$ cat src/mem_defs.svh
`ifndef MEM_DEFS_SVH
`define MEM_DEFS_SVH

// Byte-address width of the RAM and width of a data word.
`define MEM_ADDR_WIDTH 16
`define MEM_DATA_WIDTH 32

// Test status and exit registers.
`define MEM_STATUS_ADDR    32'h2000_0000
`define MEM_EXIT_ADDR      32'h2000_0004
`define MEM_EXIT_ZERO_ADDR 32'h2000_0010

// Timer registers.
`define MEM_TIMER_MASK_ADDR 32'h1500_0000
`define MEM_TIMER_CNT_ADDR  32'h1500_0004

`define MEM_PASS_MAGIC   32'd123456789
`define MEM_FAIL_VALUE   32'd1
`define MEM_TIMER_IRQ_ID 7

`endif

$ cat src/mem_pkg.sv
`include "mem_defs.svh"

package mem_pkg;

    typedef logic [`MEM_DATA_WIDTH-1:0]   word_t;
    typedef logic [31:0]                  bus_addr_t;
    typedef logic [`MEM_ADDR_WIDTH-1:0]   ram_addr_t;
    typedef logic [`MEM_DATA_WIDTH/8-1:0] byte_en_t;
    typedef logic [4:0]                   irq_id_t;

    // Where a data request goes.
    typedef enum logic [1:0] {
        TGT_RAM,
        TGT_PER,
        TGT_ERR
    } mem_target_e;

    typedef struct packed {
        logic      valid;
        logic      we;
        byte_en_t  be;
        ram_addr_t addr;
        word_t     wdata;
    } data_req_t;

    // One write strobe per peripheral register.
    typedef struct packed {
        logic  status_we;
        logic  exit_we;
        logic  exit_zero_we;
        logic  timer_mask_we;
        logic  timer_cnt_we;
        word_t wdata;
    } periph_req_t;

endpackage

$ cat src/response_stage.sv
`timescale 1ns/1ps

module response_stage (
    input  logic                 clk_i,
    input  logic                 rst_ni,
    input  logic                 accept_i,
    input  mem_pkg::mem_target_e target_i,
    input  mem_pkg::word_t       ram_rdata_i,
    output logic                 data_rvalid_o,
    output mem_pkg::word_t       data_rdata_o
);
    import mem_pkg::*;

    mem_target_e target_q;

    always_ff @(posedge clk_i or negedge rst_ni) begin
        if (!rst_ni) begin
            data_rvalid_o <= 1'b0;
            target_q      <= TGT_ERR;
        end else begin
            data_rvalid_o <= accept_i;
            if (accept_i) begin
                target_q <= target_i;
            end
        end
    end

    // Only the RAM returns data; peripherals and bad addresses read as zero.
    assign data_rdata_o = (data_rvalid_o && target_q == TGT_RAM) ? ram_rdata_i : '0;

    // Every accepted request gets exactly one response, in the next cycle.
    assert property (@(posedge clk_i) disable iff (!rst_ni)
        data_rvalid_o == $past(accept_i))
        else $error("response_stage: rvalid does not follow accept by one cycle");

endmodule

$ cat config.mk
export PLATFORM = sky130hd
export DESIGN_NAME = response_stage
export DESIGN_NICKNAME = d
export VERILOG_FILES = /design/src/mem_pkg.sv /design/src/response_stage.sv
export VERILOG_INCLUDE_DIRS = /design/src
export SDC_FILE = /design/constraint.sdc
export NUM_CORES = 1
export LEC_CHECK = 0
export BUFFER_PORTS_ARGS = -buffer_cell sky130_fd_sc_hd__buf_2
export CAP_MARGIN = 40
export CORE_UTILIZATION = 32
export CTS_CLUSTER_DIAMETER = 150
export DETAILED_ROUTE_END_ITERATION = 10
export GPL_ROUTABILITY_DRIVEN = 1
export PLACE_DENSITY = 0.92
export SYNTH_ARGS = -nofsm -noshare
export SYNTH_HDL_FRONTEND = slang
export SYNTH_SLANG_ARGS = --single-unit
$ cat constraint.sdc
create_clock -name clk_i -period 1.9 [get_ports clk_i]
set_input_delay 0.095 -clock clk_i [delete_from_list [all_inputs] [get_ports clk_i]]
set_output_delay 0.095 -clock clk_i [all_outputs]
set_load 0.05 [all_outputs]
; ---- Word-level counts from Yosys, hierarchy flattened
; Index checks and enable logic that the tools add are counted.
[word_totals]
romBits = 0
ramBits = 0
register_bits = 3
mem_count = 0
wordCells = 5
in_bits = 37
latchBits = 0
[classes]
addsub = 0
n_reduce_logical = 2
n_lt_le_gt_ge = 0
multipliers = 0
n_mux = 1
eq_ne = 0
div_mod_pow = 0
shifts = 0
bitwise_logic = 0
[ops]
columns = operator, count
row1 = $mux 32, 1
row2 = $logic_not 2->1, 1
row3 = $logic_and 1x1->1, 1

; ---- Depth between registers and ports, before layout
[logic_depth]
word_depth = 3
mapped_depth = 2
depth_no_buf = 1

; ---- Least setup slack after synthesis
; Ideal clock, no wire load.
[synth_path]
kind = register to output
from = register data_rvalid_o
to = output port data_rdata_o[10]
path_buffers = 1
stages_incl_launch_ff = 3
slack_ns = -0.575
arrival_time_ns = 2.380
required_time_ns = 1.805
path_cell_list = dfrtp_1 buf_2 nor4bb_1
[synth_between]
elab_chain_cells = 2
[synth_rtl]
columns = element, line
row1 = "start, declared", response_stage.sv:9  ; output logic data_rvalid_o,
row2 = "start signal, assigned", response_stage.sv:21  ; data_rvalid_o <= accept_i;
row3 = $logic_and 1x1->1, response_stage.sv:29  ; assign data_rdata_o = (data_rvalid_o && target_q == TGT_RAM) ? ram_rdata_i : '0;
row4 = $mux 32, response_stage.sv:29
row5 = "end, declared", response_stage.sv:10  ; output mem_pkg::word_t data_rdata_o
; Every way passes these cells.

; ---- Worst setup path after layout
[layout_path]
from = register target_q[1]
to = output port data_rdata_o[11]
[layout_between]
elab_chain_cells = 3
[layout_rtl]
columns = element, line
row1 = "start, declared", response_stage.sv:14  ; mem_target_e target_q;
row2 = "start signal, assigned", response_stage.sv:23  ; target_q <= target_i;
row3 = $logic_not 2->1, response_stage.sv:29
row4 = $logic_and 1x1->1, response_stage.sv:29
row5 = $mux 32, response_stage.sv:29
; Every way passes these cells.

==> metrics.md <==
| Metric | Value |
|---|---|
| Final setup viols | 0 |
| Max Clock Freq | 0.5836 GHz |
| Tot GR Track Use | 18.39% |
| Avg Vias per Cell | 5.085 |
| First-pass GRT wire length | 2.608 mm |
| Switch share | 45.37% |
| Worst-path clk slew | 40 ps |
| Post-CTS Setup Bufs | 0 |
| Vias in the first global route | 611 |
| Post-synthesis cell count | 46 |
| Top Layer Used | met3 |
| Drc violations | 0 |
| Static Leakage | 0.5166 nW |
| VDD IR max | 0.4992 mV |
| Worst r2r src | target_q[1]$_DFFE_PN1P_ |
| Syn avg cell area | 11.10 µm² |
| PwrDens | 466.1 nW/µm² |
| TritonCTS clock tree | yes |
| Most frequent cell after synthesis | nor4bb_1 |
| NumNets Final | 152 |
| Antenna violations before repair | 0 |
| Register area share after synthesis | 14.95% |
| Number of synthesized flops with an enable pin | 0 |
| CTS Buf Count | 3 |
| Unrepaired setup endpoints after global routing | false |
| Worst skew pair latency | 220 ps |
| Syn nets | 83 |
| Synth top cells by count | 24 x nor4bb_1, 6 x buf_2, 5 x nor4bb_2 |
| Final setup margin | 186.6 ps |
| Worst slack, placed | 416.6 ps |
| Layout cell share with drive strength beyond 1 | 96.49% |
| FP Rows | 14 |
| CP Launch Type | register |
| Final global-route overflow total | 0 |
| HP Start | accept_i |
| Starting Density | 33.89% |
| DP Area | 1008 µm² |
| Worst-path maximum fanout | 20 |
| Post-synth top area cell | nor4bb_1 |
| Status | finished, final reports clean |
| Post-synth ARST share | 100.0% |
| Met3 routed WL | 129 µm |
| Final period utilization | 90.18% |
| Combinational fraction of design power | 59.2% |
| Final Hold Vio Count | 0 |
| Top cell type's share of synthesized area | 47.06% |
| Routed Antenna Nets | 0 |
| Area contributors post-synth | nor4bb_1 47%, nor4bb_2 16%, dfrtp_1 9.8%, and4bb_2 7.4%, buf_2 5.9% |
| TritonRoute pass-1 iters | 1 |
| Slew Limit Fails | 0 |
| MaxCap Viol Count | 0 |
| Seq pwr share | 18.7% |
| Metal-1 WL | 632 µm |
| DIE WIDTH | 41.94 µm |
| Core area | 1506 µm² |
| Via count | 661 |
| Layout Cells excl Fill | 130 |
| P_int | 266.0 µW |
| Slew Limit Headroom | 76.43% |
| Tmin final | 1713 ps |
| Skew final | 0 ps |
| Ys flop type | dfrtp_1 |
| Inst Count DP | 125 |
| Met2 wire length | 899 µm |
| Synth cell types | 8 |
| Fin Hold WS | 17.12 ps |
| Die area | 1759 µm² |
| FF+latch count, synth | 3 |
| Ant diodes | 0 |
| H-tree depth | 1 |
| CTS Buffer Depth | 2 |
| Worst path required time | 1800 ps |
| Worst slew pin tran | 353.5 ps |
| Drt wl/cell | 12.78 µm |
| Clk pwr share | 22.1% |
| # IOs | 70 |
| Sw power | 220.9 µW |
| Design Area, Final | 1045 µm² |
| Final GP Congestion | 0.6511 |
| Starting DRT DRC Count | 0 |
| Tightest Hold Check Type | in -> reg |
| Crit path kind | reg -> out |
| Clock tree sinks | 3 |
| Die height | 41.94 µm |
| CP startpoint | target_q[1]$_DFFE_PN1P_ |
| Crit. End Element | output pin |
| Worst EP arrival | 1620 ps |
| Final wirelength | 1.661 mm |
| Layout area overhead | 104.7% |
| Port bufs | 69 |
| Ys Warns | 0 |
| Largest net degree at the start of global routing | 28 |
| Post-Synthesis Cell Area | 510.5 µm² |
| Root buf cell | clkbuf_4 |
final cells by class:
cell class                      instances  area, µm²
Multi-Input combinational cell         34      531.8
Fill cell                             114      461.7
Timing Repair Buffer                   73      390.4
Sequential cell                         3      76.32
Clock buffer                            4      26.28
Tap cell                               16      20.02
worst paths after layout:
kind                       cells past startpoint  slack, ps                      end
hold / removal                                 1         20  data_rvalid_o$_DFF_PN0_
hold reg to reg                                1        750  target_q[1]$_DFFE_PN1P_
setup / recovery                               3        190         data_rdata_o[11]
min in group asynchronous                      2        200  target_q[0]$_DFFE_PN0P_
max in group asynchronous                      2       1510  target_q[1]$_DFFE_PN1P_
setup reg to reg                               1        930  target_q[1]$_DFFE_PN1P_
stage by stage:
stage	util, %	power (mW)	setup TNS, ps
2_1_floorplan	-	0.3092	-1412
3_5_place_dp	66.94	0.3801	0
4_1_cts	69.35	0.4936	0
5_1_grt	69.35	0.5168	0
6_report	69.35	0.4869	0
3_3_place_gp	66.94	0.3726	0
power by group through the flow:
stage	sequential (mW)	clock, mW	combinational [mW]
after floorplan	0.0808	0	0.228
final	0.0909	0.108	0.288
after global routing	0.0932	0.121	0.303
after global placement	0.0908	0	0.282
after CTS	0.0913	0.112	0.290
after detailed placement	0.0919	0	0.288
cell families (layout without fill, tap and decap cells):
logic type,after synthesis,count (layout),share of synthesized area [%]
DFF,3,3,14.95
muxes,2,2,4.411
and+or+nand+nor,32,32,70.34
buffers and inverters,9,77,10.29
placed cells by master, fill, tap and decap left out:
cell type	netlist	layout
nor4bb_2	5	29
dlygate4sd3_1	0	1
clkbuf_4	0	3
buf_12	0	1
clkbuf_1	0	1
mux2_2	2	2
buf_4	3	2
dfstp_2	1	1
and4bb_2	3	3
buf_2	6	69
dfrtp_1	2	2
worst max-delay path, cell delays in order, from the launching register on:
cell and delay, ps:
dfstp_2 700, buf_4 360, nor4bb_2 90, buf_2 220
routing by layer:
layer,vias up,track usage [%]
met3,0,2.174
met1,286,22.19
met2,43,34.38
met5,-,0
met4,0,3.871
li1,332,-
what timing repair did:
item | in CTS | in global routing
hold buffers | 1 | 0
endpoints found under the setup margin | 0 | 0
hold endpoints to repair | 3 | 0
gates resized for setup | 0 | 0
flip-flops by register name, summed over array words and instances (netlist names):
signal         cells
target_q           2
data_rvalid_o      1
Power figures use the tool's default switching activity.
