**config.mk**
```make
export PLATFORM = sky130hd
export DESIGN_NAME = addr_decoder
export DESIGN_NICKNAME = d
export VERILOG_FILES = /design/src/mem_pkg.sv /design/src/addr_decoder.sv
export VERILOG_INCLUDE_DIRS = /design/src
export SDC_FILE = /design/constraint.sdc
export NUM_CORES = 1
export LEC_CHECK = 0
export BUFFER_PORTS_ARGS = -buffer_cell sky130_fd_sc_hd__buf_2
export CAP_MARGIN = 5
export CORE_MARGIN = 4
export CORE_UTILIZATION = 25
export DETAILED_ROUTE_END_ITERATION = 16
export PLACE_DENSITY = 0.77
export SYNTH_ARGS = -nofsm -noshare
export SYNTH_HDL_FRONTEND = slang
export SYNTH_SLANG_ARGS = --single-unit
```
**constraint.sdc**
```tcl
create_clock -name vclk -period 1.3
set_input_delay 0.26 -clock vclk [all_inputs]
set_output_delay 0.26 -clock vclk [all_outputs]
set_load 0.01 [all_outputs]
```
**src/mem_defs.svh**
```systemverilog
`ifndef MEM_DEFS_SVH
`define MEM_DEFS_SVH

// Byte-address width of the RAM and width of a data word.
`define MEM_ADDR_WIDTH 16
`define MEM_DATA_WIDTH 32

// Test status and exit registers.
`define MEM_STATUS_ADDR    32'h2000_0000
`define MEM_EXIT_ADDR      32'h2000_0004
`define MEM_EXIT_ZERO_ADDR 32'h2000_0010

// Timer registers.
`define MEM_TIMER_MASK_ADDR 32'h1500_0000
`define MEM_TIMER_CNT_ADDR  32'h1500_0004

`define MEM_PASS_MAGIC   32'd123456789
`define MEM_FAIL_VALUE   32'd1
`define MEM_TIMER_IRQ_ID 7

`endif

```
**src/mem_pkg.sv**
```systemverilog
`include "mem_defs.svh"

package mem_pkg;

    typedef logic [`MEM_DATA_WIDTH-1:0]   word_t;
    typedef logic [31:0]                  bus_addr_t;
    typedef logic [`MEM_ADDR_WIDTH-1:0]   ram_addr_t;
    typedef logic [`MEM_DATA_WIDTH/8-1:0] byte_en_t;
    typedef logic [4:0]                   irq_id_t;

    // Where a data request goes.
    typedef enum logic [1:0] {
        TGT_RAM,
        TGT_PER,
        TGT_ERR
    } mem_target_e;

    typedef struct packed {
        logic      valid;
        logic      we;
        byte_en_t  be;
        ram_addr_t addr;
        word_t     wdata;
    } data_req_t;

    // One write strobe per peripheral register.
    typedef struct packed {
        logic  status_we;
        logic  exit_we;
        logic  exit_zero_we;
        logic  timer_mask_we;
        logic  timer_cnt_we;
        word_t wdata;
    } periph_req_t;

endpackage

```
**src/addr_decoder.sv**
```systemverilog
`timescale 1ns/1ps
`include "mem_defs.svh"

module addr_decoder (
    input  logic                 data_req_i,
    input  mem_pkg::bus_addr_t   data_addr_i,
    input  logic                 data_we_i,
    input  mem_pkg::byte_en_t    data_be_i,
    input  mem_pkg::word_t       data_wdata_i,
    output mem_pkg::data_req_t   ram_req_o,
    output mem_pkg::periph_req_t periph_req_o,
    output mem_pkg::mem_target_e target_o
);
    import mem_pkg::*;

    logic in_ram;
    logic is_status;
    logic is_exit;
    logic is_exit_zero;
    logic is_timer_mask;
    logic is_timer_cnt;
    logic is_periph;

    assign in_ram        = (data_addr_i[31:`MEM_ADDR_WIDTH] == '0);
    assign is_status     = (data_addr_i == `MEM_STATUS_ADDR);
    assign is_exit       = (data_addr_i == `MEM_EXIT_ADDR);
    assign is_exit_zero  = (data_addr_i == `MEM_EXIT_ZERO_ADDR);
    assign is_timer_mask = (data_addr_i == `MEM_TIMER_MASK_ADDR);
    assign is_timer_cnt  = (data_addr_i == `MEM_TIMER_CNT_ADDR);
    assign is_periph     = is_status | is_exit | is_exit_zero | is_timer_mask | is_timer_cnt;

    always_comb begin
        ram_req_o          = '0;
        periph_req_o       = '0;
        target_o           = TGT_ERR;
        ram_req_o.we       = data_we_i;
        ram_req_o.be       = data_be_i;
        ram_req_o.addr     = data_addr_i[`MEM_ADDR_WIDTH-1:0];
        ram_req_o.wdata    = data_wdata_i;
        periph_req_o.wdata = data_wdata_i;

        if (data_req_i) begin
            if (in_ram) begin
                ram_req_o.valid = 1'b1;
                target_o        = TGT_RAM;
            end else if (is_periph) begin
                // Reads of a peripheral only get a zero response.
                target_o = TGT_PER;
                if (data_we_i) begin
                    periph_req_o.status_we     = is_status;
                    periph_req_o.exit_we       = is_exit;
                    periph_req_o.exit_zero_we  = is_exit_zero;
                    periph_req_o.timer_mask_we = is_timer_mask;
                    periph_req_o.timer_cnt_we  = is_timer_cnt;
                end
            end
        end
    end

    // The peripheral addresses must not overlap.
    always_comb begin
        assert ($onehot0({periph_req_o.status_we, periph_req_o.exit_we,
                          periph_req_o.exit_zero_we, periph_req_o.timer_mask_we,
                          periph_req_o.timer_cnt_we}))
            else $error("addr_decoder: more than one peripheral strobe set");
    end

endmodule

```
After elaboration in Yosys (flattened, before gate mapping)
Cells that the tools add are included.
{"block": "word_totals", "ff_bits": 0, "out_inout_bits": 93}
{"block": "op_classes", "eq_ne": 5, "muxes": 9, "bitwise_logic": 4, "n_reduce_logical": 1}
{"operator": "$eq A32 B30 Y1 const B", "count": 3}
{"operator": "$eq A32 B29 Y1 const B", "count": 2}
{"operator": "$mux W5", "count": 4}
{"operator": "$logic_not A16 Y1", "count": 1}
{"operator": "$mux W2", "count": 3}
{"operator": "$or A1 B1 Y1", "count": 4}
{"operator": "$mux W1", "count": 2}

Longest topological paths before layout
{"block": "depth", "ltp_word": 8, "depth_mapped": 4}

Least setup slack after synthesis
Ideal clock, no wire load.
{"block": "synth_timing", "path_kind": "in2out", "from": "input port data_addr_i[12]", "to": "output port periph_req_o[34] in the netlist's numbering", "arrival_ns": 1.138, "required_ns": 1.040, "path_slack_ns": -0.098, "cell_stages": 4, "cell_sequence": "nor4_1 -> and4_1 -> nand2_1 -> nor3_1"}
{"element": "from (decl)", "line": "addr_decoder.sv:6", "source": "input mem_pkg::bus_addr_t data_addr_i,"}
{"element": "to (decl)", "line": "addr_decoder.sv:11", "source": "output mem_pkg::periph_req_t periph_req_o,"}

Worst setup path in the final report
{"block": "layout_timing", "from": "input port data_addr_i[16]", "to": "output port target_o[1]"}
{"block": "layout_between", "elab_chain_cells": 8, "word_cells_on_any_way": 13}
{"element": "$eq A32 B30 Y1 (no line)"}
{"element": "$or A1 B1 Y1 (4 in a row)", "line": "addr_decoder.sv:30", "source": "assign is_periph = is_status | is_exit | is_exit_zero | is_timer_mask | is_timer_cnt;"}
{"element": "$mux W2", "line": "addr_decoder.sv:46", "source": "end else if (is_periph) begin"}
{"element": "$mux W2 (*)", "line": "addr_decoder.sv:43", "source": "if (in_ram) begin"}
{"element": "$mux W2 (*)", "line": "addr_decoder.sv:42", "source": "if (data_req_i) begin"}
{"element": "to (decl)", "line": "addr_decoder.sv:12", "source": "output mem_pkg::mem_target_e target_o"}
Every way passes the cells marked *; elsewhere a longest branch is shown, timed or not.

==> run_results.csv <==
group,metric,value,unit
status,status,"complete, but fails checks",
status,violations,"negative setup slack",
die,io_pins,163,
timing,slew_headroom,0.753,
timing,maxSlewViolCount,0,
logic_synthesis,synth_top_area_cell,"buf_4",
worst_setup_path,crit_fanout,3,
timing,setup_viol,8,
die,core,0.00342,sq mm
routing,vias,594,
worst_setup_path,cpPeakStageDelay,0.32,ns
logic_synthesis,yosysWarningCount,0,
final_layout,design_area,841,sq um
timing,timing.final.crit_share,1.26,
worst_setup_path,cp-end-kind,"primary output",
timing,tns,-2.23,ns
min_path,worstHoldPathType,"in2out",
timing,tightest_slew,0.370,ns
worst_setup_path,cp_cell_sequence,"buf_6 > nor4_4 > nand4_2 > o32ai_2 > a21oi_1 > buf_2",
routing,wl_per_cell,12.9,um
timing,clock.fmax,611,MHz
place,io_buffers,59,
final_layout,drive_gt1_frac,0.861,
final_layout,fin_nets,173,
logic_synthesis,syn_avg_cell_area,7.70,sq um
logic_synthesis,synth_most_common_cell,"buf_4",
global_routing,grt_pass1_wl,2700,um
die,die-area,0.00463,sq mm
global_routing,grt_max_degree,8,
routing,antenna_left,0,
routing,dr.pass1.iters,4,
place,pre_cts_ws,-0.394,ns
timing,finalHoldViolations,0,
final_layout,seq_cell_count,0,
worst_setup_path,crit_start,"data_addr_i[16]",
die,floorplan.initialDensity,0.264,
place,placed_cell_area,682,sq um
final_layout,fin_util,0.246,
final_layout,area_growth,-6.67,%
worst_setup_path,cp-endpoint,"target_o[1]",
worst_setup_path,crit_slowest_cell,"nor4_4",
global_routing,gr-usage-all-layers,0.0721,
logic_synthesis,syn_nets,187,
global_routing,antenna_found_initial,0,
timing,finalWorstSetupSlack,-0.337,ns
worst_setup_path,crit_arrival,1.38,ns
routing,first_iter_violations,13,
final_layout,regArea,0,sq um
power,p_leak,0.390,nW
worst_setup_path,worstPathRequired,1.04,ns
power,peakVddDrop,64.9,uV
logic_synthesis,syn_area,901,sq um
logic_synthesis,yosysUniqueCellTypes,19,
timing,rsz0062_at_grt,"yes",
min_path,hold_depth,0,
timing,layout_min_cycle_time,1.64,ns
routing,drcViolationCount,0,
worst_setup_path,path_class,"in2out",
die,die_w,68.0,um
place,hpwlAfterDp,1530,um
global_routing,grt_pass1_vias,586,
logic_synthesis,synthTopCellsByArea,"buf_4, nor4_4, nand4_2",
final_layout,antennaDiodeCount,0,
logic_synthesis,ys_seq_area_frac,0,
die,rows,21,
logic_synthesis,netlist_instances,117,
logic_synthesis,yosysTopAreaCellShare,0.708,
job,maxCapViolations,0,
final_layout,clkbuf_count,0,
routing,via_per_inst,4.04,
logic_synthesis,synth_common_cells,"buf_4, nor2_1, nor3_1",
power,p_per_area,217,mW/mm^2
worst_setup_path,start_kind,"input pin",
routing,wl,1890,um
place,finalWeightedCongestion,0.601,
die,die_h,68.0,um
global_routing,grt-ovfl-total,0,
## area by class of cell
class | count | area [sq um]
fillers | 386 | 2570
inverters | 1 | 3.75
multi-input cells | 31 | 345
well taps | 46 | 57.6
repair buffers | 69 | 434
## worst min path at each step
stage | slack, ns | end | from
3_5_place_dp | 0.52 | ram_req_o[51] | data_be_i[3]
3_3_place_gp | 0.52 | ram_req_o[51] | data_be_i[3]
6_report | 0.52 | ram_req_o[48] | data_be_i[0]
5_1_grt | 0.52 | ram_req_o[48] | data_be_i[0]
2_1_floorplan | 0.55 | periph_req_o[33] | data_addr_i[2]
4_1_cts | 0.52 | ram_req_o[51] | data_be_i[3]
## through the flow
| stage | total power [W] | hold WS (ns) | cells |
|---|---|---|---|
| 2_1_floorplan | 0.000289 | 0.553 | 117 |
| 3_3_place_gp | 0.000144 | 0.520 | 143 |
| 3_5_place_dp | 0.000146 | 0.520 | 143 |
| 4_1_cts | 0.000182 | 0.520 | 147 |
| 5_1_grt | 0.000197 | 0.520 | 147 |
| 6_report | 0.000182 | 0.520 | 147 |
## cell families after synthesis
kind of cell,after synthesis,share of synthesized area
buffers and inverters,86,0.712
and+or+nand+nor,27,0.242
AOI/OAI and AO/OA,4,0.0458
## critical path: cells and delay by family
| family | cells | cell delay, ns |
|---|---|---|
| AOI/OAI and AO/OA | 2 | 0.36 |
| buffers and inverters | 2 | 0.25 |
| and+or+nand+nor | 2 | 0.51 |
## layout by cell type (no fill, tap or decap)
cell and instances:
o32ai_2 1, buf_2 50, and4b_1 1, o21a_1 1, inv_1 1, nor4_4 5, a211oi_2 1, nand3b_1 1
buf_6 9, nor4b_1 1, and4_4 1, nand2_2 1, nor2_1 4, nand4_4 1, nor4b_2 1, and2_1 1
nand3_4 1, nand4_2 1, buf_4 9, buf_8 1, nor3_1 1, nor4_2 1, a21oi_1 1, nor3_2 3
nor2_2 1, nand4_1 2
## routing by layer
layer,wire length (um),vias to the layer above,GRT usage,part of all wire
met5,0,-,0,0
met2,1040,31,0.136,0.55
met3,234,22,0.0213,0.12
li1,-,274,-,-
met1,518,267,0.0649,0.27
met4,99,0,0.0496,0.052
## power breakdown
| group | internal (W) | switching [W] |
|---|---|---|
| Combinational | 0.0000956 | 0.0000865 |
| Clock | 0 | 0 |
| Sequential | 0 | 0 |
| Total | 0.0000956 | 0.0000865 |
## timing repair
action	4_1_cts	5_1_grt
pin swaps	14	8
setup endpoints to repair	8	8
hold buffers	0	0
buffers inserted	4	0
gates resized for setup	21	2
(Power assumes the default switching activity.)
