File: src/mem_defs.svh
`ifndef MEM_DEFS_SVH
`define MEM_DEFS_SVH

// Byte-address width of the RAM and width of a data word.
`define MEM_ADDR_WIDTH 16
`define MEM_DATA_WIDTH 32

// Test status and exit registers.
`define MEM_STATUS_ADDR    32'h2000_0000
`define MEM_EXIT_ADDR      32'h2000_0004
`define MEM_EXIT_ZERO_ADDR 32'h2000_0010

// Timer registers.
`define MEM_TIMER_MASK_ADDR 32'h1500_0000
`define MEM_TIMER_CNT_ADDR  32'h1500_0004

`define MEM_PASS_MAGIC   32'd123456789
`define MEM_FAIL_VALUE   32'd1
`define MEM_TIMER_IRQ_ID 7

`endif

File: src/mem_pkg.sv
`include "mem_defs.svh"

package mem_pkg;

    typedef logic [`MEM_DATA_WIDTH-1:0]   word_t;
    typedef logic [31:0]                  bus_addr_t;
    typedef logic [`MEM_ADDR_WIDTH-1:0]   ram_addr_t;
    typedef logic [`MEM_DATA_WIDTH/8-1:0] byte_en_t;
    typedef logic [4:0]                   irq_id_t;

    // Where a data request goes.
    typedef enum logic [1:0] {
        TGT_RAM,
        TGT_PER,
        TGT_ERR
    } mem_target_e;

    typedef struct packed {
        logic      valid;
        logic      we;
        byte_en_t  be;
        ram_addr_t addr;
        word_t     wdata;
    } data_req_t;

    // One write strobe per peripheral register.
    typedef struct packed {
        logic  status_we;
        logic  exit_we;
        logic  exit_zero_we;
        logic  timer_mask_we;
        logic  timer_cnt_we;
        word_t wdata;
    } periph_req_t;

endpackage

File: src/periph_regs.sv
`timescale 1ns/1ps
`include "mem_defs.svh"

module periph_regs (
    input  logic                 clk_i,
    input  logic                 rst_ni,
    input  mem_pkg::periph_req_t periph_req_i,
    input  logic                 irq_ack_i,
    input  mem_pkg::irq_id_t     irq_id_i,
    output logic                 tests_passed_o,
    output logic                 tests_failed_o,
    output logic                 exit_valid_o,
    output mem_pkg::word_t       exit_value_o,
    output logic                 irq_timer_o
);
    import mem_pkg::*;

    word_t timer_mask_q;
    word_t timer_cnt_q;
    logic  timer_write;
    logic  timer_ack;

    assign timer_write = periph_req_i.timer_mask_we | periph_req_i.timer_cnt_we;
    assign timer_ack   = irq_ack_i && (irq_id_i == irq_id_t'(`MEM_TIMER_IRQ_ID));

    always_ff @(posedge clk_i or negedge rst_ni) begin
        if (!rst_ni) begin
            tests_passed_o <= 1'b0;
            tests_failed_o <= 1'b0;
            exit_valid_o   <= 1'b0;
            exit_value_o   <= '0;
        end else begin
            tests_passed_o <= periph_req_i.status_we && (periph_req_i.wdata == `MEM_PASS_MAGIC);
            tests_failed_o <= periph_req_i.status_we && (periph_req_i.wdata == `MEM_FAIL_VALUE);
            exit_valid_o   <= periph_req_i.exit_we | periph_req_i.exit_zero_we;
            if (periph_req_i.exit_we) begin
                exit_value_o <= periph_req_i.wdata;
            end else if (periph_req_i.exit_zero_we) begin
                exit_value_o <= '0;
            end
        end
    end

    // The countdown pauses in a cycle with a timer register write.
    always_ff @(posedge clk_i or negedge rst_ni) begin
        if (!rst_ni) begin
            timer_mask_q <= '0;
            timer_cnt_q  <= '0;
            irq_timer_o  <= 1'b0;
        end else begin
            if (periph_req_i.timer_mask_we) begin
                timer_mask_q <= periph_req_i.wdata;
            end else if (periph_req_i.timer_cnt_we) begin
                timer_cnt_q <= periph_req_i.wdata;
            end else if (timer_cnt_q != '0) begin
                timer_cnt_q <= timer_cnt_q - 1'b1;
                if (timer_cnt_q == word_t'(1) && timer_mask_q[`MEM_TIMER_IRQ_ID]) begin
                    irq_timer_o <= 1'b1;
                end
            end
            if (timer_ack) begin
                irq_timer_o <= 1'b0;
            end
        end
    end

    assert property (@(posedge clk_i) disable iff (!rst_ni)
        timer_write |=> timer_cnt_q ==
            $past(periph_req_i.timer_cnt_we ? periph_req_i.wdata : timer_cnt_q))
        else $error("periph_regs: timer counted down during a register write");

endmodule

File: config.mk
export PLATFORM = sky130hd
export DESIGN_NAME = periph_regs
export DESIGN_NICKNAME = d
export VERILOG_FILES = /design/src/mem_pkg.sv /design/src/periph_regs.sv
export VERILOG_INCLUDE_DIRS = /design/src
export SDC_FILE = /design/constraint.sdc
export NUM_CORES = 1
export LEC_CHECK = 0
export BUFFER_PORTS_ARGS = -buffer_cell sky130_fd_sc_hd__buf_4
export CORE_MARGIN = 2
export CORE_UTILIZATION = 53
export CTS_BUF_LIST = sky130_fd_sc_hd__clkbuf_16
export CTS_CLUSTER_SIZE = 24
export DETAILED_ROUTE_END_ITERATION = 8
export PLACE_DENSITY = 0.83
export SLEW_MARGIN = 20
export SYNTH_ARGS = -nofsm -noshare
export SYNTH_HDL_FRONTEND = slang
export SYNTH_SLANG_ARGS = --single-unit
File: constraint.sdc
create_clock -name clk_i -period 2.75 [get_ports clk_i]
set_clock_uncertainty 0.15 [all_clocks]
set_input_delay 0.55 -clock clk_i [delete_from_list [all_inputs] [get_ports clk_i]]
set_output_delay 0.55 -clock clk_i [all_outputs]
set_load 0.02 [all_outputs]
* Word-level counts from Yosys, hierarchy flattened
Index checks and enable logic that the tools add are counted.
** Word-level totals
- Memory bits (writable) :: 0
- Register bits :: 76
- Memory bits (read-only) :: 0
- Bits in latches :: 0
- Bits of input ports :: 45
- Memories kept :: 0
- Output and inout bits :: 36
- Logic and storage cells :: 36
** Cells by class
- Divide/modulo/power cells :: 0
- Bitwise operators :: 2
- $mul :: 0
- Reduce and logical (&&, ||, !) cells :: 11
- Shift-type cells :: 0
- Equal/unequal tests :: 6
- Mux-type cells :: 9
- Add/subtract/negate cells :: 1
- $lt $le $gt $ge :: 0
** Operators by type and width (number)
- 32-bit two-way mux :: 4
- 32-bit by 1-bit == test with 1-bit output (second input constant) :: 2
- 32-bit by 27-bit == test with 1-bit output (second input constant) :: 1
- 32-bit nonzero test :: 1
- 32-bit by 1-bit subtractor with 32-bit output (second input constant) :: 1
- 2-bit nonzero test :: 4
- 5-bit by 3-bit == test with 1-bit output (second input constant) :: 1
- 1-bit two-way mux :: 5
- 1-bit logical AND :: 4
- 2-bit by 1-bit inequality test with 1-bit output (second input constant) :: 2
- 4-bit AND reduction :: 1
- 2-bit AND reduction :: 1
- 1-bit inverter :: 1
- 1-bit bitwise OR :: 1

* Depth between registers and ports, before layout
Gate-level depths: netlist (run 1).
- Depth in word-level cells :: 7
- Mapped depth :: 9
- Depth with buffers taken out :: 7

* Worst setup path before layout (run 1)
OpenSTA, ideal clock, no wires.
- Path kind :: register to register
- From :: register timer_cnt_q[0]
- To :: register timer_cnt_q[30]
- Setup time :: 120 ps
- Path buffers :: 2
- Cell stages (with the launch flop) :: 10
- Data arrival time :: 2274 ps
- Slack :: 206 ps
- Cell sequence :: dfrtp_1 inv_1 ha_1 or3b_1 clkbuf_1 nor4_4 a41o_2 buf_6 a21oi_1 a31o_1
** On the way
- Word-level cells in the longest chain between the ends :: 3
- Elaborated cells on any way between the ends :: 6
- Classes of those cells :: add/sub: 1; mux: 2; reduce/logical: 3
** RTL lines
- start: declaration :: RTL line periph_regs.sv:19 : word_t timer_cnt_q;
- start signal: assignment :: RTL line periph_regs.sv:54 : timer_cnt_q <= periph_req_i.wdata;
- start signal: assignment :: RTL line periph_regs.sv:56 : timer_cnt_q <= timer_cnt_q - 1'b1;
- 32-bit by 1-bit subtractor with 32-bit output / 32-bit nonzero test (equally long branches) :: RTL line periph_regs.sv:56, periph_regs.sv:55
- 32-bit two-way mux / 2-bit nonzero test (equally long branches)
- 32-bit two-way mux / 2-bit AND reduction (equally long branches)
Parallel ways exist; a longest one is shown, timed or not. The select of a mux whose other input is x is not followed.
A chain may end at the register's enable or synchronous reset.

* Worst setup path in the final report (run 1)
- From :: register timer_cnt_q[0]
- To :: register timer_cnt_q[27]
The elaborated chain is that of the path after synthesis.

==> qor.yml, run 1 <==
outcome: "completed"
vias: 3605
postCtsHoldBufs: 0
htree_levels: 3
std_cell_rows: 30
critPathRequiredTime_ns: 2.81
whs_ns: 0.182
worst_slew_pin_slew_ns: 0.873
wl_per_cell_um: 20.2
period_share: 0.948
final_common_cell: "buf_4"
grt_antenna_before_repair: 0
numCtsBuffers: 9
synth_seq_cells: 69
routabilityCongestion: 0.928
synth_area_per_cell_um2: 9.82
switchingPower_uw: 833
dpl.hpwl_um: 7220
final_cell_mix: "buf_4, dfrtp_1, a22o_1"
p_comb_frac: 0.166
yosysTopAreaCellShare: 0.478
setup_tns_ns: 0
ys_seq_area_frac: 0.478
power_density_nw_per_um2: 635
max_cap_violations: 0
grt_max_degree: 70
worstSetupPathType: "flop to flop"
r2r-start: "timer_cnt_q[0]$_DFFE_PN0P_"
synth_edf_count: 0
hold_path_class: "input port to async pin"
regArea_um2: 1730
start_kind: "flop"
floorplan.initialDensity: 0.541
slew_viol_final: 0
ant_nets: 0
syn_nets: 415
leakagePower_nw: 2.02
layout-drive-gt1-share: 0.273
die_w_um: 86.6
grt_pass1_vias: 3351
fillCellCount: 505
switching_share: 0.281
dp_slack_ns: 0.199
rrSetupSlack_ns: 0.14
syn_inst: 368
clock-sinks: 69
grt_pass1_wl_um: 17000
arrival_ns: 2.66
root_buffer: "clkbuf_16"
pin_count: 81
dpl.cell_count: 518
diodes: 0
stdcell_count: 535
reg2reg_depth: 8
hold_violations: 0
synth.area.top_cells: "dfrtp_1, a22o_1, a21oi_1, o21ai_0, nor2_1"
synth_area_leader_cell: "dfrtp_1"
cts_tree: "built"
multi_input_area_um2: 1720
grt_usage: 0.291
io_buffer_count: 80
post-route-util: 0.697
internal_power_mw: 2.13
fin_crit_ns: 2.61
clkTransAtPathRegs_ns: 0.05
r2r-end: "timer_cnt_q[27]$_DFFE_PN0P_"
critPathMaxFanout: 21
finalWorstSetupSlack_ns: 0.144
postSynth.asyncResetShare: 1.00
first_iter_violations: 443
fp.dieH_um: 86.6
pwr-share-clk: 0.417
synthFlopType: "dfrtp_1"
drtPass1Iterations: 5
yosys_warnings: 0
syn_to_final_growth_pct: 28.9
dieArea_um2: 7490
totalWireLength_um: 10800
seqPwrFrac: 0.416
rsz0062_at_grt: "false"
clock.fmax_ghz: 0.384
overflow: 0
cts_buffer_depth: 2
syn_area_um2: 3610
fp.coreArea_um2: 6680
vdd_drop_max_mv: 0.509
end_kind: "flop"
fin_nets: 497
vias_per_cell: 6.74
finalSetupViolations: 0
clk_latency_ns: 0.33
maxSlewHeadroom: 0.418
yosysUniqueCellTypes: 55
drc: 0
power by group through the flow:
stage	combinational, mW	sequential (mW)	clock [mW]
floorplan	0.232	1.26	0
global placement	0.467	1.23	0
detailed placement	0.479	1.24	0
CTS	0.484	1.23	1.24
global route	0.530	1.24	1.29
finish	0.492	1.23	1.23
routing by layer:
layer	GRT usage	up-vias	routed length, µm
met5	0	-	0
met4	0.129	0	331
met3	0.0590	39	864
met2	0.466	197	5350
met1	0.384	1774	4280
li1	-	1595	-
synth_stat cells, types with 4 or more instances:
library cell   n
nor2_1        31
nor4_1        10
a31oi_1        5
inv_1         12
or3_1          6
clkbuf_1      19
nor4_2         4
o21ai_0       28
nand2_1        8
a21oi_1       29
nand4_1        6
o21ai_1        6
dfrtp_1       69
or4_1         11
a22o_1        32
a22oi_1        7
a32oi_1        4
nand3_1       10
nor3_1        14
area by class of cell:
type,count,share of cell area
clock buffer,9,0.0484
clock inverter,7,0.0196
inverter,12,0.00967
multi-input combinational,262,0.370
sequential,69,0.371
tap,80,0.0215
timing repair buffer,96,0.160
flip-flops by register name (all words and copies together) (netlist names):
signal / count
timer_cnt_q: 32
tests_failed_o: 1
exit_value_o: 32
exit_valid_o: 1
irq_timer_o: 1
timer_mask_q: 1
tests_passed_o: 1
kinds of logic (layout without fill, tap and decap cells):
family / Yosys count / in the layout / synth area share
simple gates: 122 / 122 / 0.202
compound gates: 136 / 136 / 0.261
flops: 69 / 69 / 0.478
fa+ha+maj: 2 / 2 / 0.00692
buf+inv: 37 / 124 / 0.0460
mux: 2 / 2 / 0.00554
per-stage QoR:
| step | instance area (µm²) | power [mW] |
|---|---|---|
| floorplan | 3610 | 1.49 |
| global placement | 4320 | 1.70 |
| detailed placement | 4320 | 1.72 |
| CTS | 4640 | 2.95 |
| global route | 4660 | 3.07 |
| finish | 4660 | 2.96 |
how the worst max path moves through the flow:
stage	to	startpoint	slack (ns)	cells after the start
floorplan	timer_cnt_q[30]$_DFFE_PN0P_	timer_cnt_q[0]$_DFFE_PN0P_	0.21	9
global placement	timer_cnt_q[23]$_DFFE_PN0P_	timer_cnt_q[0]$_DFFE_PN0P_	0.26	6
detailed placement	timer_cnt_q[27]$_DFFE_PN0P_	timer_cnt_q[0]$_DFFE_PN0P_	0.20	8
CTS	timer_cnt_q[31]$_DFFE_PN0P_	timer_cnt_q[0]$_DFFE_PN0P_	0.16	7
global route	timer_cnt_q[1]$_DFFE_PN0P_	timer_cnt_q[0]$_DFFE_PN0P_	0.02	8
finish	timer_cnt_q[27]$_DFFE_PN0P_	timer_cnt_q[0]$_DFFE_PN0P_	0.14	8
worst max-delay path, stage by stage (launching register included):
cell     delay (ns)
dfrtp_1        0.43
inv_1          0.12
ha_1           0.22
or3b_1         0.42
nor4_4         0.44
a41o_2         0.29
buf_12         0.16
nor2_1         0.06
o22a_1         0.18
what timing repair did:
item                                    4_1_cts  5_1_grt
buffers inserted                              0        1
endpoints found under the setup margin        0        6
resized for setup                             0        0
Power figures use the tool's default switching activity.
==> run 2, diff against run 1 <==
--- a/config.mk
+++ b/config.mk
@@ -6,13 +6,14 @@
 export SDC_FILE = /design/constraint.sdc
 export NUM_CORES = 1
 export LEC_CHECK = 0
+export ABC_AREA = 1
 export BUFFER_PORTS_ARGS = -buffer_cell sky130_fd_sc_hd__buf_4
 export CORE_MARGIN = 2
 export CORE_UTILIZATION = 53
 export CTS_BUF_LIST = sky130_fd_sc_hd__clkbuf_16
 export CTS_CLUSTER_SIZE = 24
 export DETAILED_ROUTE_END_ITERATION = 8
-export PLACE_DENSITY = 0.83
+export PLACE_DENSITY = 0.82
 export SLEW_MARGIN = 20
 export SYNTH_ARGS = -nofsm -noshare
 export SYNTH_HDL_FRONTEND = slang
==> run 2 against run 1 <==
First-iteration DRC count up 20%. Utilization fell by 2.6 points. Combinational power increased by 37%. Clock power hardly changed. Sequential cell count unchanged. Synthesized cell count grew 69%. Clock-buffer cell count did not move. Critical path type unchanged.
==> qor.yml, run 2 <==
drc: 0
numCtsBuffers: 9
yosysTopAreaCellShare: 0.412
maxSlewHeadroom: 0.416
final_common_cell: "nand2_1"
netlist_top_cells_count: "nand2_1, inv_1, nor2_1"
clock.fmax_ghz: 0.453
hold_violations: 0
synth.area.top_cells: "dfrtp_1, nand2_1, inv_1, nor2_1, nand3_1"
period_share: 0.803
diodes: 0
grt_pass1_wl_um: 20400
yosys_warnings: 0
dieArea_um2: 8640
fin_crit_ns: 2.21
synth_fa_ha_area_frac: 0.00597
worst_slew_pin_slew_ns: 0.876
yosysUniqueCellTypes: 31
layout-drive-gt1-share: 0.165
finalSetupViolations: 0
synth_area_per_cell_um2: 6.73
grt_max_degree: 70
start_kind: "flop"
synth_top_family_by_area: "simple AND/OR/NAND/NOR gates"
outcome: "completed"
ctsResizeCount: 0
yosysMostFrequentCell: "nand2_1"
floorplan.initialDensity: 0.546
final_cell_mix: "nand2_1, inv_1, nor2_1"
drtPass1Iterations: 5
grt_antenna_before_repair: 0
finalWorstSetupSlack_ns: 0.542
totalWireLength_um: 12200
synth_area_leader_cell: "dfrtp_1"
arrival_ns: 2.28
syn_inst: 623
setup_tns_ns: 0
leakagePower_nw: 2.73
dpl.hpwl_um: 9010
first_iter_violations: 531
ys_seq_area_frac: 0.412
end_kind: "flop"
fp.coreArea_um2: 7690
clkTransAtPathRegs_ns: 0.06
yosys.area_share.simple: 0.372
postCtsHoldBufs: 0
worstSetupPathType: "flop to flop"
synth_edf_count: 0
pin_count: 81
synthFlopType: "dfrtp_1"
syn_area_um2: 4190
dpl.cell_count: 790
synth_xor_area_frac: 0.00418
vdd_drop_max_mv: 0.405
top_regs: "exit_value_o x32, timer_cnt_q x32"
critPathMaxFanout: 34
rsz0062_at_grt: "false"
htree_levels: 3
synth_seq_cells: 69
cts_buffer_depth: 2
grt_pass1_vias: 4312
syn_nets: 670
dp_slack_ns: 0.602
hold_path_class: "input port to async pin"
grt_usage: 0.301
clock-sinks: 69
fin_nets: 746
ant_nets: 0
wl_per_cell_um: 15.2
max_cap_violations: 0
io_buffer_count: 80
vias: 4381
die_w_um: 93.0
std_cell_rows: 32
critPathRequiredTime_ns: 2.82
stdcell_count: 805
fp.dieH_um: 93.0
overflow: 0
cts_tree: "built"
vias_per_cell: 5.44
muxShareOfSynthArea: 0.00239
clk_latency_ns: 0.33
slew_viol_final: 0
synth_compound_area_frac: 0.0856
power_density_nw_per_um2: 607
syn_to_final_growth_pct: 22.9
cts_setup_buffers: 0
root_buffer: "clkbuf_16"
postSynth.asyncResetShare: 1.00
routabilityCongestion: 1.01
==> run 2: cell families (layout without fill, tap and decap cells) <==
kind of cell	Yosys count	count (layout)
adder cells (fa/ha/maj)	2	2
AO/OA/AOI/OAI	63	63
buffers and inverters	121	201
flip-flops	69	69
AND/OR/NAND/NOR	365	365
XOR/XNOR	2	2
multiplexers	1	1
==> run 2: worst max-delay path: stages, from the launching register on <==
cell	delay, ns
dfrtp_1	0.39
inv_1	0.14
ha_1	0.30
nand2_4	0.14
nor2_8	0.16
nand2_2	0.08
o21bai_2	0.16
buf_4	0.34
nor2_1	0.10
nand2_1	0.07
nand2_1	0.05
==> run 2: metrics by stage <==
| step | power, mW | util | area [µm²] | hold WS [ns] |
|---|---|---|---|---|
| after floorplan | 1.64 | - | 4190 | 0.104 |
| after global placement | 1.88 | 0.630 | 4840 | 0.318 |
| after detailed placement | 1.90 | 0.630 | 4840 | 0.339 |
| after CTS | 3.14 | 0.671 | 5160 | 0.227 |
| after global routing | 3.27 | 0.671 | 5160 | 0.257 |
| final | 3.13 | 0.671 | 5160 | 0.157 |
==> run 2: report_power, final <==
part | total [mW] | leakage, nW | switching (mW) | internal [mW]
clock | 1.23 | 0.156 | 0.442 | 0.790
sequential | 1.23 | 0.861 | 0.113 | 1.11
combinational | 0.672 | 1.72 | 0.430 | 0.242
total | 3.13 | 2.73 | 0.985 | 2.14
==> run 2: per-layer routing <==
layer	global-route usage	wire length, µm	vias up
met4	0.108	256	0
li1	-	-	2106
met3	0.0448	877	21
met1	0.411	5300	2054
met5	0	0	-
met2	0.489	5770	200
==> run 2: layout make-up <==
cell class / instances / area, µm²
clock buffers: 9 / 225
clock inverters: 6 / 87.6
fillers: 658 / 2530
inverters: 101 / 379
multi-input cells: 433 / 1970
flip-flops and latches: 69 / 1730
well taps: 102 / 128
repair buffers: 85 / 638
==> run 2: path summary, 6_finish.rpt <==
check,from,to,slack (ns),depth (start not counted)
setup reg to reg,timer_cnt_q[0]$_DFFE_PN0P_,timer_cnt_q[21]$_DFFE_PN0P_,0.54,10
hold / removal,rst_ni,irq_timer_o$_DFFE_PN0P_,0.16,1
max in group asynchronous,rst_ni,timer_cnt_q[16]$_DFFE_PN0P_,1.69,1
setup / recovery,timer_cnt_q[0]$_DFFE_PN0P_,timer_cnt_q[21]$_DFFE_PN0P_,0.54,10
hold reg to reg,timer_mask_q[7]$_DFFE_PN0P_,timer_mask_q[7]$_DFFE_PN0P_,0.35,2
min in group clk_i,periph_req_i[0],exit_value_o[0]$_DFFE_PN0P_,0.31,3
==> run 3, diff against run 2 <==
==> constraint.sdc (replaced) <==
create_clock -name clk_i -period 2.1 [get_ports clk_i]
set_clock_uncertainty 0.15 [all_clocks]
set_input_delay 0.42 -clock clk_i [delete_from_list [all_inputs] [get_ports clk_i]]
set_output_delay 0.42 -clock clk_i [all_outputs]
set_load 0.02 [all_outputs]
==> run 3 against run 2 <==
Critical path depth is the same. Die area is the same. Power grew 30%. Sequential power grew 30%. Register-to-register slack lost 0.46 ns. First-iteration DRC count shrank 32%. Final area grew 2.0%. Clock power grew 26%.
==> qor.yml, run 3 (synthesis gave the netlist of run 2 again) <==
met1_length_um: 5440
power_mw: 4.06
slew_viol_final: 0
final_common_cell: "nand2_1"
met3_length_um: 970
finalSetupViolations: 0
numCtsBuffers: 9
first_iter_violations: 359
end_kind: "flop"
grt_antenna_before_repair: 0
maxUsedRoutingLayer: "met4"
period_share: 0.963
power_density_nw_per_um2: 773
clock.fmax_ghz: 0.495
leakagePower_nw: 2.76
fp.coreArea_um2: 7690
start_kind: "flop"
fp.dieH_um: 93.0
totalWireLength_um: 12700
grt_pass1_vias: 4279
final_cell_mix: "nand2_1, inv_1, nor2_1"
diodes: 0
vdd_drop_max_mv: 0.563
maxSlewHeadroom: 0.593
dp_slack_ns: 0.0165
hold_depth: 3
final_area_um2: 5260
cts_buffer_depth: 2
hold_violations: 0
worst_slew_pin_slew_ns: 0.611
drc: 0
root_buffer: "clkbuf_16"
vias_per_cell: 5.47
clk_latency_ns: 0.33
wl_per_cell_um: 15.6
fin_nets: 751
fillCellCount: 671
max_cap_violations: 0
grt_usage: 0.303
stdcell_count: 811
critPathMaxFanout: 23
hold_path_class: "input port to flop"
wl_met2_um: 5900
syn_to_final_growth_pct: 25.4
clkTransAtPathRegs_ns: 0.06
place_area_um2: 4900
reg2reg_depth: 10
arrival_ns: 2.09
ant_nets: 0
dpl.hpwl_um: 9330
top_regs: "exit_value_o x32, timer_cnt_q x32"
drtPass1Iterations: 7
dieArea_um2: 8640
clock-sinks: 69
io_buffer_count: 80
fin_crit_ns: 2.02
grt_max_degree: 34
finalWorstSetupSlack_ns: 0.0782
dpl.cell_count: 794
std_cell_rows: 32
grt_pass1_wl_um: 20500
worstSetupPathType: "flop to flop"
pin_count: 81
vias: 4440
htree_levels: 3
cts_tree: "built"
die_w_um: 93.0
routabilityCongestion: 0.953
whs_ns: 0.183
critPathRequiredTime_ns: 2.17
overflow: 0
layout-drive-gt1-share: 0.172
floorplan.initialDensity: 0.546
outcome: "completed"
==> run 3: cell count changes in the layout (fill, tap and decap cells not counted), moves of 2 or more <==
cell        delta
clkinv_2       -2
nor2_4         +2
buf_12         +4
clkinvlp_4     +3
==> run 3: final timing paths <==
path	end	startpoint	slack, ns
max in group asynchronous	timer_cnt_q[14]$_DFFE_PN0P_	rst_ni	0.95
worst max register to register	timer_cnt_q[20]$_DFFE_PN0P_	timer_cnt_q[0]$_DFFE_PN0P_	0.08
worst min-delay path	exit_value_o[31]$_DFFE_PN0P_	periph_req_i[31]	0.18
worst max-delay path	timer_cnt_q[20]$_DFFE_PN0P_	timer_cnt_q[0]$_DFFE_PN0P_	0.08
min in group asynchronous	timer_cnt_q[11]$_DFFE_PN0P_	rst_ni	0.34
worst min register to register	timer_cnt_q[31]$_DFFE_PN0P_	timer_cnt_q[31]$_DFFE_PN0P_	0.36
==> run 3: critical path, stage by stage, from the launching register on <==
cell and delay, ns:
dfrtp_1 0.40, inv_1 0.13, ha_1 0.25, nand2_4 0.13, nor2_8 0.16, nand2_2 0.10, o21bai_4 0.23, buf_12 0.19
nor2_1 0.06, nand2_1 0.07, nand2_1 0.04
==> run 3: area by class of cell <==
type                       count  area [µm²]  share of cell area
timing repair buffer          90         728               0.139
clock inverter                 7        73.8              0.0140
clock buffer                   9         225              0.0428
tap                          102         128              0.0243
inverter                     101         379              0.0721
sequential                    69        1730               0.328
multi-input combinational    433        2000               0.380
==> run 3: stage by stage <==
step / utilization / TNS [ns]
after global placement: 0.637 / 0
after global routing: 0.684 / -0.0524
after CTS: 0.678 / 0
after detailed placement: 0.637 / 0
after floorplan: - / 0
final: 0.684 / 0
==> run 3: routing by layer <==
layer	vias to the layer above	track usage
met5	-	0
met4	0	0.112
met3	32	0.0480
met2	201	0.484
met1	2089	0.416
li1	2118	-
==> run 3: power by group <==
group	switching, mW	internal (mW)
Sequential	0.141	1.46
Combinational	0.583	0.338
Clock	0.621	0.924
==> run 3: timing repair <==
| action | CTS | global route |
|---|---|---|
| hold endpoints to repair | 13 | 0 |
| hold buffers | 1 | 0 |
| setup endpoints to repair | 5 | 16 |
| buffers inserted | 0 | 0 |
| resized for setup | 2 | 9 |
